==> src/design/tapc_defines.svh <==
// Widths, instruction codes and constants of the JTAG TAP controller
// Include in any file that refers to one of the values below

`ifndef TAPC_DEFINES_SVH
`define TAPC_DEFINES_SVH

// ----------------------------------------------------------------------
// Register widths
// ----------------------------------------------------------------------
`define TAPC_IR_WIDTH       5
`define TAPC_DR_WIDTH       32
`define TAPC_DMI_ID_WIDTH   2

// IDCODE and BLD_ID share one register implementation
`define TAPC_NUM_ID_REGS    2

// Build identifier returned by BLD_ID
`define TAPC_BLD_ID_VALUE   32'h2019_0301

// ----------------------------------------------------------------------
// Instruction codes
// ----------------------------------------------------------------------
`define TAPC_INSTR_IDCODE       5'h01
`define TAPC_INSTR_BLD_ID       5'h04
`define TAPC_INSTR_DTMCS        5'h10
`define TAPC_INSTR_DMI_ACCESS   5'h11
`define TAPC_INSTR_BYPASS       5'h1F

// DMI chain identifiers
`define TAPC_DMI_ID_DTMCS       2'd1
`define TAPC_DMI_ID_ACCESS      2'd2

`endif
==> src/design/tapc_pkg.sv <==
// Types shared by the TAP controller modules
// Referenced by scoped names, widths come from the defines header

`include "tapc_defines.svh"

package tapc_pkg;

    // ----------------------------------------------------------------------
    // TAP state machine, the sixteen IEEE 1149.1 states
    // ----------------------------------------------------------------------
    typedef enum logic [3:0] {
        TAP_RESET      = 4'd0,   // Test-Logic-Reset
        TAP_IDLE       = 4'd1,   // Run-Test/Idle
        TAP_DR_SELECT  = 4'd2,
        TAP_DR_CAPTURE = 4'd3,
        TAP_DR_SHIFT   = 4'd4,
        TAP_DR_EXIT1   = 4'd5,
        TAP_DR_PAUSE   = 4'd6,
        TAP_DR_EXIT2   = 4'd7,
        TAP_DR_UPDATE  = 4'd8,
        TAP_IR_SELECT  = 4'd9,
        TAP_IR_CAPTURE = 4'd10,
        TAP_IR_SHIFT   = 4'd11,
        TAP_IR_EXIT1   = 4'd12,
        TAP_IR_PAUSE   = 4'd13,
        TAP_IR_EXIT2   = 4'd14,
        TAP_IR_UPDATE  = 4'd15
    } tap_state_e;

    // Instruction and data words
    typedef logic [`TAPC_IR_WIDTH-1:0]     instr_t;
    typedef logic [`TAPC_DR_WIDTH-1:0]     dr_word_t;
    typedef logic [`TAPC_DMI_ID_WIDTH-1:0] dmi_id_t;

    // Data register in front of TDO
    // IDCODE and BLD_ID match their generate loop index
    typedef enum logic [1:0] {
        SEL_IDCODE = 2'd0,
        SEL_BLD_ID = 2'd1,
        SEL_BYPASS = 2'd2,
        SEL_DMI    = 2'd3    // External DMI chain
    } dr_sel_e;

endpackage

==> src/design/tapc_ctrl_if.sv <==
// State and control strobes from the TAP state machine
// Shared by the instruction register, data registers and TDO stage

interface tapc_ctrl_if;

    tapc_pkg::tap_state_e state;       // Current TAP state
    logic                 tlr;         // Logic reset, active high
    logic                 ir_shift;    // High during Shift-IR
    logic                 dr_capture;  // High during Capture-DR
    logic                 dr_shift;    // High during Shift-DR
    logic                 dr_update;   // High during Update-DR

    // ----------------------------------------------------------------------
    // Views
    // ----------------------------------------------------------------------
    modport fsm (
        output state, tlr, ir_shift, dr_capture, dr_shift, dr_update
    );

    // IR needs the state for Capture-IR and Update-IR
    modport ir  (input state, tlr, ir_shift);

    modport dr  (input tlr, dr_capture, dr_shift);

    // BYPASS bit lives in the TDO stage, hence the capture strobe
    modport tdo (input tlr, ir_shift, dr_capture, dr_shift);

endinterface

==> src/design/tapc_top.sv <==
// Top level of the JTAG TAP controller
// Plain JTAG, fuse and DMI chain ports, internal blocks share one control bundle

`include "tapc_defines.svh"

module tapc_top (
    input  logic                 trst_n,
    input  logic                 tck,
    input  logic                 tms,
    input  logic                 tdi,
    output logic                 tdo,
    output logic                 tdo_en,          // TDO pad driver enable
    input  tapc_pkg::dr_word_t   fuse_idcode,     // IDCODE from fuses
    output logic                 dmi_ch_sel,
    output tapc_pkg::dmi_id_t    dmi_ch_id,
    output logic                 dmi_ch_capture,
    output logic                 dmi_ch_shift,
    output logic                 dmi_ch_update,
    output logic                 dmi_ch_tdi,
    input  logic                 dmi_ch_tdo
);

    tapc_ctrl_if ctrl ();

    tapc_pkg::dr_sel_e            dr_sel;
    logic                         ir_lsb;
    logic [`TAPC_NUM_ID_REGS-1:0] id_bits;
    tapc_pkg::dr_word_t           id_capture [`TAPC_NUM_ID_REGS];

    // ----------------------------------------------------------------------
    // Control and instruction
    // ----------------------------------------------------------------------
    tap_fsm u_fsm (.tck, .trst_n, .tms, .ctrl);

    tap_ir u_ir (
        .tck, .trst_n, .tdi, .ctrl, .ir_lsb, .dr_sel, .dmi_ch_sel, .dmi_ch_id
    );

    // ----------------------------------------------------------------------
    // IDCODE and BLD_ID registers
    // ----------------------------------------------------------------------
    assign id_capture[0] = fuse_idcode;         // Index 0 is IDCODE
    assign id_capture[1] = `TAPC_BLD_ID_VALUE;  // Index 1 is BLD_ID

    for (genvar i = 0; i < `TAPC_NUM_ID_REGS; i++) begin : g_id_reg
        dr_capture_reg u_dr (
            .tck, .trst_n, .tdi, .ctrl,
            .select        (dr_sel == tapc_pkg::dr_sel_e'(i)),
            .capture_value (id_capture[i]),
            .tdo_bit       (id_bits[i])
        );
    end

    tdo_out u_tdo (
        .tck, .trst_n, .tdi, .ctrl, .dr_sel, .ir_lsb, .id_bits, .dmi_ch_tdo, .tdo, .tdo_en
    );

    // DMI chain sees the raw strobes, dmi_ch_sel qualifies them
    assign dmi_ch_capture = ctrl.dr_capture;
    assign dmi_ch_shift   = ctrl.dr_shift;
    assign dmi_ch_update  = ctrl.dr_update;
    assign dmi_ch_tdi     = tdi;

endmodule

==> src/design/tdo_out.sv <==
// TDO stage with BYPASS bit, data register mux and falling-edge output
// tdo and tdo_en change on the falling edge, host samples on rising

`include "tapc_defines.svh"

module tdo_out (
    input  logic                          tck,
    input  logic                          trst_n,
    input  logic                          tdi,
    tapc_ctrl_if.tdo                      ctrl,
    input  tapc_pkg::dr_sel_e             dr_sel,
    input  logic                          ir_lsb,
    input  logic [`TAPC_NUM_ID_REGS-1:0]  id_bits,     // One bit per looped register
    input  logic                          dmi_ch_tdo,
    output logic                          tdo,
    output logic                          tdo_en
);

    logic bypass_q;     // BYPASS data register
    logic dr_bit;       // Selected data register output
    logic tdo_next;
    logic tdo_en_next;

    // ----------------------------------------------------------------------
    // BYPASS, captures 0 and passes tdi with one bit of delay
    // ----------------------------------------------------------------------
    always_ff @(posedge tck or negedge trst_n) begin
        if (!trst_n) begin
            bypass_q <= 1'b0;
        end else if (ctrl.tlr) begin
            bypass_q <= 1'b0;
        end else if (dr_sel == tapc_pkg::SEL_BYPASS) begin
            if (ctrl.dr_capture) begin
                bypass_q <= 1'b0;
            end else if (ctrl.dr_shift) begin
                bypass_q <= tdi;
            end
        end
    end

    // Data register mux, enum values double as id_bits index
    always_comb begin
        case (dr_sel)
            tapc_pkg::SEL_IDCODE,
            tapc_pkg::SEL_BLD_ID: dr_bit = id_bits[dr_sel[0]];
            tapc_pkg::SEL_DMI:    dr_bit = dmi_ch_tdo;
            default:              dr_bit = bypass_q;
        endcase
    end

    // DR shift wins over IR shift, they never overlap anyway
    assign tdo_en_next = ctrl.dr_shift | ctrl.ir_shift;
    assign tdo_next    = ctrl.dr_shift ? dr_bit : (ctrl.ir_shift & ir_lsb);

    // ----------------------------------------------------------------------
    // Output registers
    // ----------------------------------------------------------------------
    always_ff @(negedge tck or negedge trst_n) begin
        if (!trst_n) begin
            tdo    <= 1'b0;
            tdo_en <= 1'b0;
        end else if (ctrl.tlr) begin
            tdo    <= 1'b0;
            tdo_en <= 1'b0;
        end else begin
            tdo    <= tdo_next;
            tdo_en <= tdo_en_next;
        end
    end

endmodule

==> src/design/dr_capture_reg.sv <==
// One 32-bit data register with parallel capture and serial shift
// Used for IDCODE and BLD_ID, only acts while selected

module dr_capture_reg (
    input  logic                 tck,
    input  logic                 trst_n,
    input  logic                 tdi,
    tapc_ctrl_if.dr              ctrl,
    input  logic                 select,         // Instruction picks this register
    input  tapc_pkg::dr_word_t   capture_value,  // Loaded in Capture-DR
    output logic                 tdo_bit
);

    tapc_pkg::dr_word_t shift_q;

    // ----------------------------------------------------------------------
    // Capture and shift
    // ----------------------------------------------------------------------
    always_ff @(posedge tck or negedge trst_n) begin
        if (!trst_n) begin
            shift_q <= '0;
        end else if (ctrl.tlr) begin
            shift_q <= '0;
        end else if (select && ctrl.dr_capture) begin
            shift_q <= capture_value;
        end else if (select && ctrl.dr_shift) begin
            // tdi enters at the top, LSB leaves toward TDO
            shift_q <= {tdi, shift_q[$bits(shift_q)-1:1]};
        end
    end

    assign tdo_bit = shift_q[0];

endmodule

==> src/design/tap_ir.sv <==
// Instruction register with shift and hold stages plus decoder
// Hold stage falls back to IDCODE whenever the TAP is in reset

`include "tapc_defines.svh"

module tap_ir (
    input  logic                 tck,
    input  logic                 trst_n,
    input  logic                 tdi,
    tapc_ctrl_if.ir              ctrl,
    output logic                 ir_lsb,      // Serial out during Shift-IR
    output tapc_pkg::dr_sel_e    dr_sel,
    output logic                 dmi_ch_sel,
    output tapc_pkg::dmi_id_t    dmi_ch_id
);

    tapc_pkg::instr_t ir_shift_q;  // Shift stage
    tapc_pkg::instr_t ir_hold_q;   // Active instruction

    // ----------------------------------------------------------------------
    // Shift stage
    // ----------------------------------------------------------------------
    always_ff @(posedge tck or negedge trst_n) begin
        if (!trst_n) begin
            ir_shift_q <= '0;
        end else if (ctrl.tlr) begin
            ir_shift_q <= '0;
        end else if (ctrl.state == tapc_pkg::TAP_IR_CAPTURE) begin
            ir_shift_q <= {{(`TAPC_IR_WIDTH-1){1'b0}}, 1'b1};  // Fixed 00001 pattern
        end else if (ctrl.ir_shift) begin
            ir_shift_q <= {tdi, ir_shift_q[`TAPC_IR_WIDTH-1:1]};  // LSB out first
        end
    end

    assign ir_lsb = ir_shift_q[0];

    // Hold stage, loads mid-cycle in Update-IR
    always_ff @(negedge tck or negedge trst_n) begin
        if (!trst_n) begin
            ir_hold_q <= `TAPC_INSTR_IDCODE;
        end else if (ctrl.tlr) begin
            ir_hold_q <= `TAPC_INSTR_IDCODE;
        end else if (ctrl.state == tapc_pkg::TAP_IR_UPDATE) begin
            ir_hold_q <= ir_shift_q;
        end
    end

    // ----------------------------------------------------------------------
    // Decoder
    // ----------------------------------------------------------------------
    always_comb begin
        dr_sel     = tapc_pkg::SEL_BYPASS;  // Unknown codes land here
        dmi_ch_sel = 1'b0;
        dmi_ch_id  = '0;
        case (ir_hold_q)
            `TAPC_INSTR_IDCODE: dr_sel = tapc_pkg::SEL_IDCODE;
            `TAPC_INSTR_BLD_ID: dr_sel = tapc_pkg::SEL_BLD_ID;
            `TAPC_INSTR_DTMCS: begin
                dr_sel     = tapc_pkg::SEL_DMI;
                dmi_ch_sel = 1'b1;
                dmi_ch_id  = `TAPC_DMI_ID_DTMCS;
            end
            `TAPC_INSTR_DMI_ACCESS: begin
                dr_sel     = tapc_pkg::SEL_DMI;
                dmi_ch_sel = 1'b1;
                dmi_ch_id  = `TAPC_DMI_ID_ACCESS;
            end
            default: dr_sel = tapc_pkg::SEL_BYPASS;   // BYPASS code included
        endcase
    end

endmodule

==> src/design/tap_fsm.sv <==
// TAP state machine with its logic reset and registered strobes
// Drives every member of the control interface

module tap_fsm (
    input  logic        tck,
    input  logic        trst_n,
    input  logic        tms,
    tapc_ctrl_if.fsm    ctrl
);

    tapc_pkg::tap_state_e state_next;
    logic                 dr_shift_src;   // States that lead into Shift-DR
    logic                 ir_shift_src;   // States that lead into Shift-IR
    logic                 dr_update_src;  // States that lead into Update-DR

    // ----------------------------------------------------------------------
    // State register and next-state table
    // ----------------------------------------------------------------------
    always_ff @(posedge tck or negedge trst_n) begin
        if (!trst_n) begin
            ctrl.state <= tapc_pkg::TAP_RESET;
        end else begin
            ctrl.state <= state_next;
        end
    end

    always_comb begin
        case (ctrl.state)
            tapc_pkg::TAP_RESET:
                state_next = tms ? tapc_pkg::TAP_RESET : tapc_pkg::TAP_IDLE;
            tapc_pkg::TAP_IDLE:
                state_next = tms ? tapc_pkg::TAP_DR_SELECT : tapc_pkg::TAP_IDLE;
            tapc_pkg::TAP_DR_SELECT:
                state_next = tms ? tapc_pkg::TAP_IR_SELECT : tapc_pkg::TAP_DR_CAPTURE;
            tapc_pkg::TAP_DR_CAPTURE:
                state_next = tms ? tapc_pkg::TAP_DR_EXIT1 : tapc_pkg::TAP_DR_SHIFT;
            tapc_pkg::TAP_DR_SHIFT:
                state_next = tms ? tapc_pkg::TAP_DR_EXIT1 : tapc_pkg::TAP_DR_SHIFT;
            tapc_pkg::TAP_DR_EXIT1:
                state_next = tms ? tapc_pkg::TAP_DR_UPDATE : tapc_pkg::TAP_DR_PAUSE;
            tapc_pkg::TAP_DR_PAUSE:
                state_next = tms ? tapc_pkg::TAP_DR_EXIT2 : tapc_pkg::TAP_DR_PAUSE;
            tapc_pkg::TAP_DR_EXIT2:
                state_next = tms ? tapc_pkg::TAP_DR_UPDATE : tapc_pkg::TAP_DR_SHIFT;
            tapc_pkg::TAP_DR_UPDATE:
                state_next = tms ? tapc_pkg::TAP_DR_SELECT : tapc_pkg::TAP_IDLE;
            tapc_pkg::TAP_IR_SELECT:
                state_next = tms ? tapc_pkg::TAP_RESET : tapc_pkg::TAP_IR_CAPTURE;
            tapc_pkg::TAP_IR_CAPTURE:
                state_next = tms ? tapc_pkg::TAP_IR_EXIT1 : tapc_pkg::TAP_IR_SHIFT;
            tapc_pkg::TAP_IR_SHIFT:
                state_next = tms ? tapc_pkg::TAP_IR_EXIT1 : tapc_pkg::TAP_IR_SHIFT;
            tapc_pkg::TAP_IR_EXIT1:
                state_next = tms ? tapc_pkg::TAP_IR_UPDATE : tapc_pkg::TAP_IR_PAUSE;
            tapc_pkg::TAP_IR_PAUSE:
                state_next = tms ? tapc_pkg::TAP_IR_EXIT2 : tapc_pkg::TAP_IR_PAUSE;
            tapc_pkg::TAP_IR_EXIT2:
                state_next = tms ? tapc_pkg::TAP_IR_UPDATE : tapc_pkg::TAP_IR_SHIFT;
            tapc_pkg::TAP_IR_UPDATE:
                state_next = tms ? tapc_pkg::TAP_DR_SELECT : tapc_pkg::TAP_IDLE;
            default:
                state_next = tapc_pkg::TAP_RESET;
        endcase
    end

    // ----------------------------------------------------------------------
    // Logic reset, half a cycle behind the state
    // ----------------------------------------------------------------------
    always_ff @(negedge tck or negedge trst_n) begin
        if (!trst_n) begin
            ctrl.tlr <= 1'b1;
        end else begin
            ctrl.tlr <= (ctrl.state == tapc_pkg::TAP_RESET);
        end
    end

    // ----------------------------------------------------------------------
    // Strobes, high for the cycle spent in the target state
    // ----------------------------------------------------------------------
    assign dr_shift_src  = ctrl.state inside {tapc_pkg::TAP_DR_CAPTURE,
                                              tapc_pkg::TAP_DR_SHIFT,
                                              tapc_pkg::TAP_DR_EXIT2};
    assign ir_shift_src  = ctrl.state inside {tapc_pkg::TAP_IR_CAPTURE,
                                              tapc_pkg::TAP_IR_SHIFT,
                                              tapc_pkg::TAP_IR_EXIT2};
    assign dr_update_src = ctrl.state inside {tapc_pkg::TAP_DR_EXIT1,
                                              tapc_pkg::TAP_DR_EXIT2};

    always_ff @(posedge tck or negedge trst_n) begin
        if (!trst_n) begin
            ctrl.dr_capture <= 1'b0;
            ctrl.dr_shift   <= 1'b0;
            ctrl.dr_update  <= 1'b0;
            ctrl.ir_shift   <= 1'b0;
        end else begin
            ctrl.dr_capture <= (ctrl.state == tapc_pkg::TAP_DR_SELECT) & ~tms & ~ctrl.tlr;
            ctrl.dr_shift   <= dr_shift_src  & ~tms & ~ctrl.tlr;
            ctrl.dr_update  <= dr_update_src &  tms & ~ctrl.tlr;
            ctrl.ir_shift   <= ir_shift_src  & ~tms & ~ctrl.tlr;
        end
    end

endmodule

==> config.mk <==
export PLATFORM = sky130hd
export DESIGN_NAME = tapc_top
export DESIGN_NICKNAME = d
export VERILOG_FILES = /design/src/design/tapc_pkg.sv /design/src/design/tapc_ctrl_if.sv /design/src/design/tapc_top.sv /design/src/design/tdo_out.sv /design/src/design/dr_capture_reg.sv /design/src/design/tap_ir.sv /design/src/design/tap_fsm.sv
export VERILOG_INCLUDE_DIRS = /design/src /design/src/design
export SDC_FILE = /design/constraint.sdc
export NUM_CORES = 1
export LEC_CHECK = 0
export ABC_AREA = 1
export BUFFER_PORTS_ARGS = -buffer_cell sky130_fd_sc_hd__buf_2
export CAP_MARGIN = 30
export CORE_UTILIZATION = 30
export DETAILED_ROUTE_END_ITERATION = 8
export PLACE_DENSITY = 0.57
export SLEW_MARGIN = 0
export SYNTH_ARGS = -nofsm -noshare
export SYNTH_HDL_FRONTEND = slang
export SYNTH_SLANG_ARGS = --single-unit
==> constraint.sdc <==
create_clock -name tck -period 1.83 [get_ports tck]
set_clock_uncertainty 0.2 [all_clocks]
set_input_delay 0.183 -clock tck [delete_from_list [all_inputs] [get_ports tck]]
set_output_delay 0.183 -clock tck [all_outputs]
set_load 0.05 [all_outputs]
# After elaboration in Yosys (flattened, before gate mapping)

Index checks and enable logic that the tools add are counted.

Eq/ne operators: 22
Magnitude comparators: 1
Muxes and demuxes: 37
Reduce and logical (&&, ||, !) cells: 21
Bitwise logic cells: 12

Operators by type and width:

| kind                                                 | number |
|---|---|
| two-way mux 32 bit                                   | 6 |
| case mux 4 bit (12 select lines)                     | 1 |
| equality test 4 bit (second input constant)          | 8 |
| two-way mux 5 bit                                    | 5 |
| nonzero test 3 bit                                   | 6 |
| equality test 4 x 3 -> 1 bit (second input constant) | 4 |
| two-way mux 4 bit                                    | 4 |
| two-way mux 1 bit                                    | 13 |
| equality test 5 bit (second input constant)          | 2 |
| bitwise AND 1 bit                                    | 9 |
| equality test 4 x 2 -> 1 bit (second input constant) | 2 |
| OR reduction 2 bit                                   | 4 |
| two-way mux 2 bit                                    | 3 |
| two-way mux 3 bit                                    | 2 |
| case mux 2 bit (3 select lines)                      | 1 |
| nonzero test 2 bit                                   | 3 |
| equality test 5 x 1 -> 1 bit (second input constant) | 1 |
| equality test 5 x 3 -> 1 bit (second input constant) | 1 |
| equality test 2 bit (second input constant)          | 2 |
| equality test 4 x 1 -> 1 bit (second input constant) | 1 |
| logical AND 1 bit                                    | 4 |
| logical NOT 4 bit                                    | 1 |
| case mux 2 bit (2 select lines)                      | 1 |
| OR reduction 3 bit                                   | 1 |
| other kinds (7)                                      | 8 |

Output and inout port bits: 9
Bits in registers: 86
Word-level logic and storage cells: 106

# Logic depth before layout (Yosys ltp)

Depth after elaboration: 8
Gate-level depth with buffers: 8
Depth with buffers taken out: 8

# Cells and area by module

A second synthesis with hierarchy kept.

Cell total of the unflattened synthesis: 681
Area total of the unflattened synthesis: 4,845.9 µm²

Modules (own cells, without submodules):

| module         | instances | seq. area each (µm²) | cells an instance | area each (µm²) |
|---|---|---|---|---|
| dr_capture_reg | 2         | 800.8                | 249               | 1,790.5 |
| tap_ir         | 1         | 251.5                | 74                | 538.0 |
| tap_fsm        | 1         | 226.5                | 73                | 506.7 |
| tdo_out        | 1         | 75.1                 | 30                | 191.4 |
| tapc_top       | 1         | 0.0                  | 6                 | 28.8 |

==> flow_summary.yaml <==
layout:
  multi_input_area_mm2: 0.00211
  top_regs: "g_id.u_dr.shift_q x64, u_ir.ir_hold_q x5, u_ir.ir_shift_q x5"
  final_cell_area_mm2: 0.00673
  final_cells: 849
  layout.nets: 705
  largest_reg_flops: 64
  drive_gt1_frac: 0.409
  area_growth_pct: 59.9
  diodes: 0
  final_common_cell: "nand2_1"
  fillCellCount: 1209
  final_cell_mix: "113 x nand2_1, 77 x dfrtp_1, 55 x buf_4, 53 x inv_1, 41 x nor2_1"
  final_core_util: 0.500
  top_register: "g_id.u_dr.shift_q"
  seqCellArea_mm2: 0.00216
floorplan:
  die_h_um: 120
  coreArea_mm2: 0.0135
  row_count: 42
  die_area_mm2: 0.0145
  die_w_um: 120
  io_pins: 46
  start_util: 0.313
routing:
  ant_nets: 0
  drt_drc_violations_left: 0
  routedWlPerCell_um: 13.7
  viasPerCell: 4.68
  first_iter_violations: 167
  drt_pass1_iterations: 5
  vias: 3970
  drt_wl_total_um: 11600
logic_synthesis:
  syn_nets: 543
  ys_types: 32
  synth_cells: 506
  ys_warn_count: 0
  synth_edf_count: 0
  synthArstFlopShare: 1.00
  synthTopCellsByArea: "dfrtp_1 46%, nand2_1 13%, inv_1 5.4%"
  synth_top_area_share: 0.464
  syn_avg_cell_area_um2: 8.31
  synth_area_mm2: 0.00421
  yosysSeqAreaShare: 0.512
  synth.largest_area_cell: "dfrtp_1"
  synth-main-ff-cell: "dfrtp_1"
  synth-seq-cells: 86
run:
  cap_violations: 0
timing:
  hold_viol: 0
  whs_ns: 0.0203
  slew_headroom: 0.438
  slew_viol_final: 0
  setup_viol: 87
  rsz0062_at_grt: "yes"
  finalSetupTns_ns: -60.51
  setup_slack_ns: -0.879
  tightest_slew_ns: 0.843
global_route:
  antenna_found_initial: 0
  grt_pass1_vias: 3847
  grt_pass1_wl_um: 18300
  grt_start_max_net_pins: 65
  grt_overflow: 0
  grt_use_total: 0.160
power_and_ir_drop:
  p_leak_nw: 3.21
  finalPower_mw: 6.73
  p_per_area_mw_per_mm2: 1000
  ir_worst_vdd_mv: 0.623
placement:
  io_buffers: 45
  dpl.cell_count: 761
  gp_congestion: 0.933
  dp_worst_setup_slack_ns: -0.871
  place_area_mm2: 0.00513
  dp_hpwl_um: 6710
setup_path:
  rrSetupSlack_ns: -0.88
  worstReg2RegStart: "u_ir.ir_hold_q[3]$_DFFE_NN0P_"
  r2r_cells: 10
  required_ns: 1.89
  crit_start: "u_ir.ir_hold_q[3]$_DFFE_NN0P_"
  end_kind: "register"
  critPathKind: "register to register"
  arrival_ns: 2.77
  worstPathMaxFanout: 6
  worst_setup_path_start_kind: "register"
clock_network:
  cts_buffers: 9
  clk_pin_slew_ns: 0.06
  cts-root-buf: "clkbuf_16"
  clkLatencyLatePin_ns: 0.39
  clockBufferDepth: 2
  cts_tree: "built"
  cts_sinks: 86
  cts_max_level: 3
run_status:
  status: "finished, violations left"
  violations: "setup timing"
min_path:
  hp-start: "tdi"
  min_path_type: "input pin to register"
  holdPathStages: 5
layer usage:
| metal | up-vias | part of all wire | GRT usage |
|---|---|---|---|
| met2 | 74 | 0.52 | 0.277 |
| met1 | 1937 | 0.43 | 0.198 |
| met5 | - | 0 | 0 |
| met4 | 0 | 0.013 | 0.0448 |
| met3 | 11 | 0.033 | 0.0377 |
| li1 | 1948 | - | - |
path summary, 6_finish.rpt:
kind	endpoint
hold / removal	u_tdo.bypass_q$_DFFE_PN0P_
max in group asynchronous	u_ir.ir_hold_q[0]$_DFFE_NN1P_
setup / recovery	g_id_reg[0].u_dr.shift_q[19]$_DFFE_PN0P_
setup reg to reg	g_id_reg[0].u_dr.shift_q[19]$_DFFE_PN0P_
min in group asynchronous	u_tdo.bypass_q$_DFFE_PN0P_
hold reg to reg	g_id_reg[1].u_dr.shift_q[18]$_DFFE_PN0P_
power by group:
part           total [mW]  switching (mW)  internal, mW
sequential           2.21           0.139          2.07
combinational        2.77            1.47          1.30
clock                1.75           0.779         0.972
total                6.73            2.39          4.34
cell usage after synthesis (5+ instances only):
cell type,count
a21oi_1,7
o22ai_2,12
nand2_1,146
dfrtn_1,6
o22ai_1,22
dfrtp_1,78
o21ai_0,13
nand3_1,13
nand2_2,5
nor2_1,60
nor2_4,5
inv_1,60
o21ai_1,30
buf_2,11
nor3_1,5
buf_6,6
final cells by class:
cell class	instances	share of cell area
sequential	86	0.320
multi-input combinational	336	0.314
timing repair buffer	173	0.254
clock buffer	12	0.0366
inverter	60	0.0359
tap	176	0.0327
clock inverter	6	0.00558
cells by family (layout without fill, tap and decap cells):
logic type             Yosys count  after routing  share of synthesized area
AOI/OAI and AO/OA               89             89                      0.137
DFF                             86             86                      0.512
muxes                            1              1                    0.00268
and+or+nand+nor                245            246                      0.249
buffers and inverters           85            251                     0.0990
repair_timing:
item                                   4_1_cts  5_1_grt
pin swaps                                   16       19
buffers inserted                            18       13
gates resized for setup                     56       78
endpoints found under the hold margin       47        0
setup endpoints to repair                   87       87
gates cloned                                 5        5
hold buffers                                34        0
critical path, cell delays in order, from the launching register on:
cell and delay (ns):
dfrtn_1 0.38, nor2_4 0.15, buf_6 0.11, nand2_4 0.04, nor2_4 0.16, nand2_4 0.13, buf_12 0.18, clkbuf_16 0.15
nand2_1 0.06, nand2_1 0.05, o22ai_1 0.10
Power figures use the tool's default switching activity.
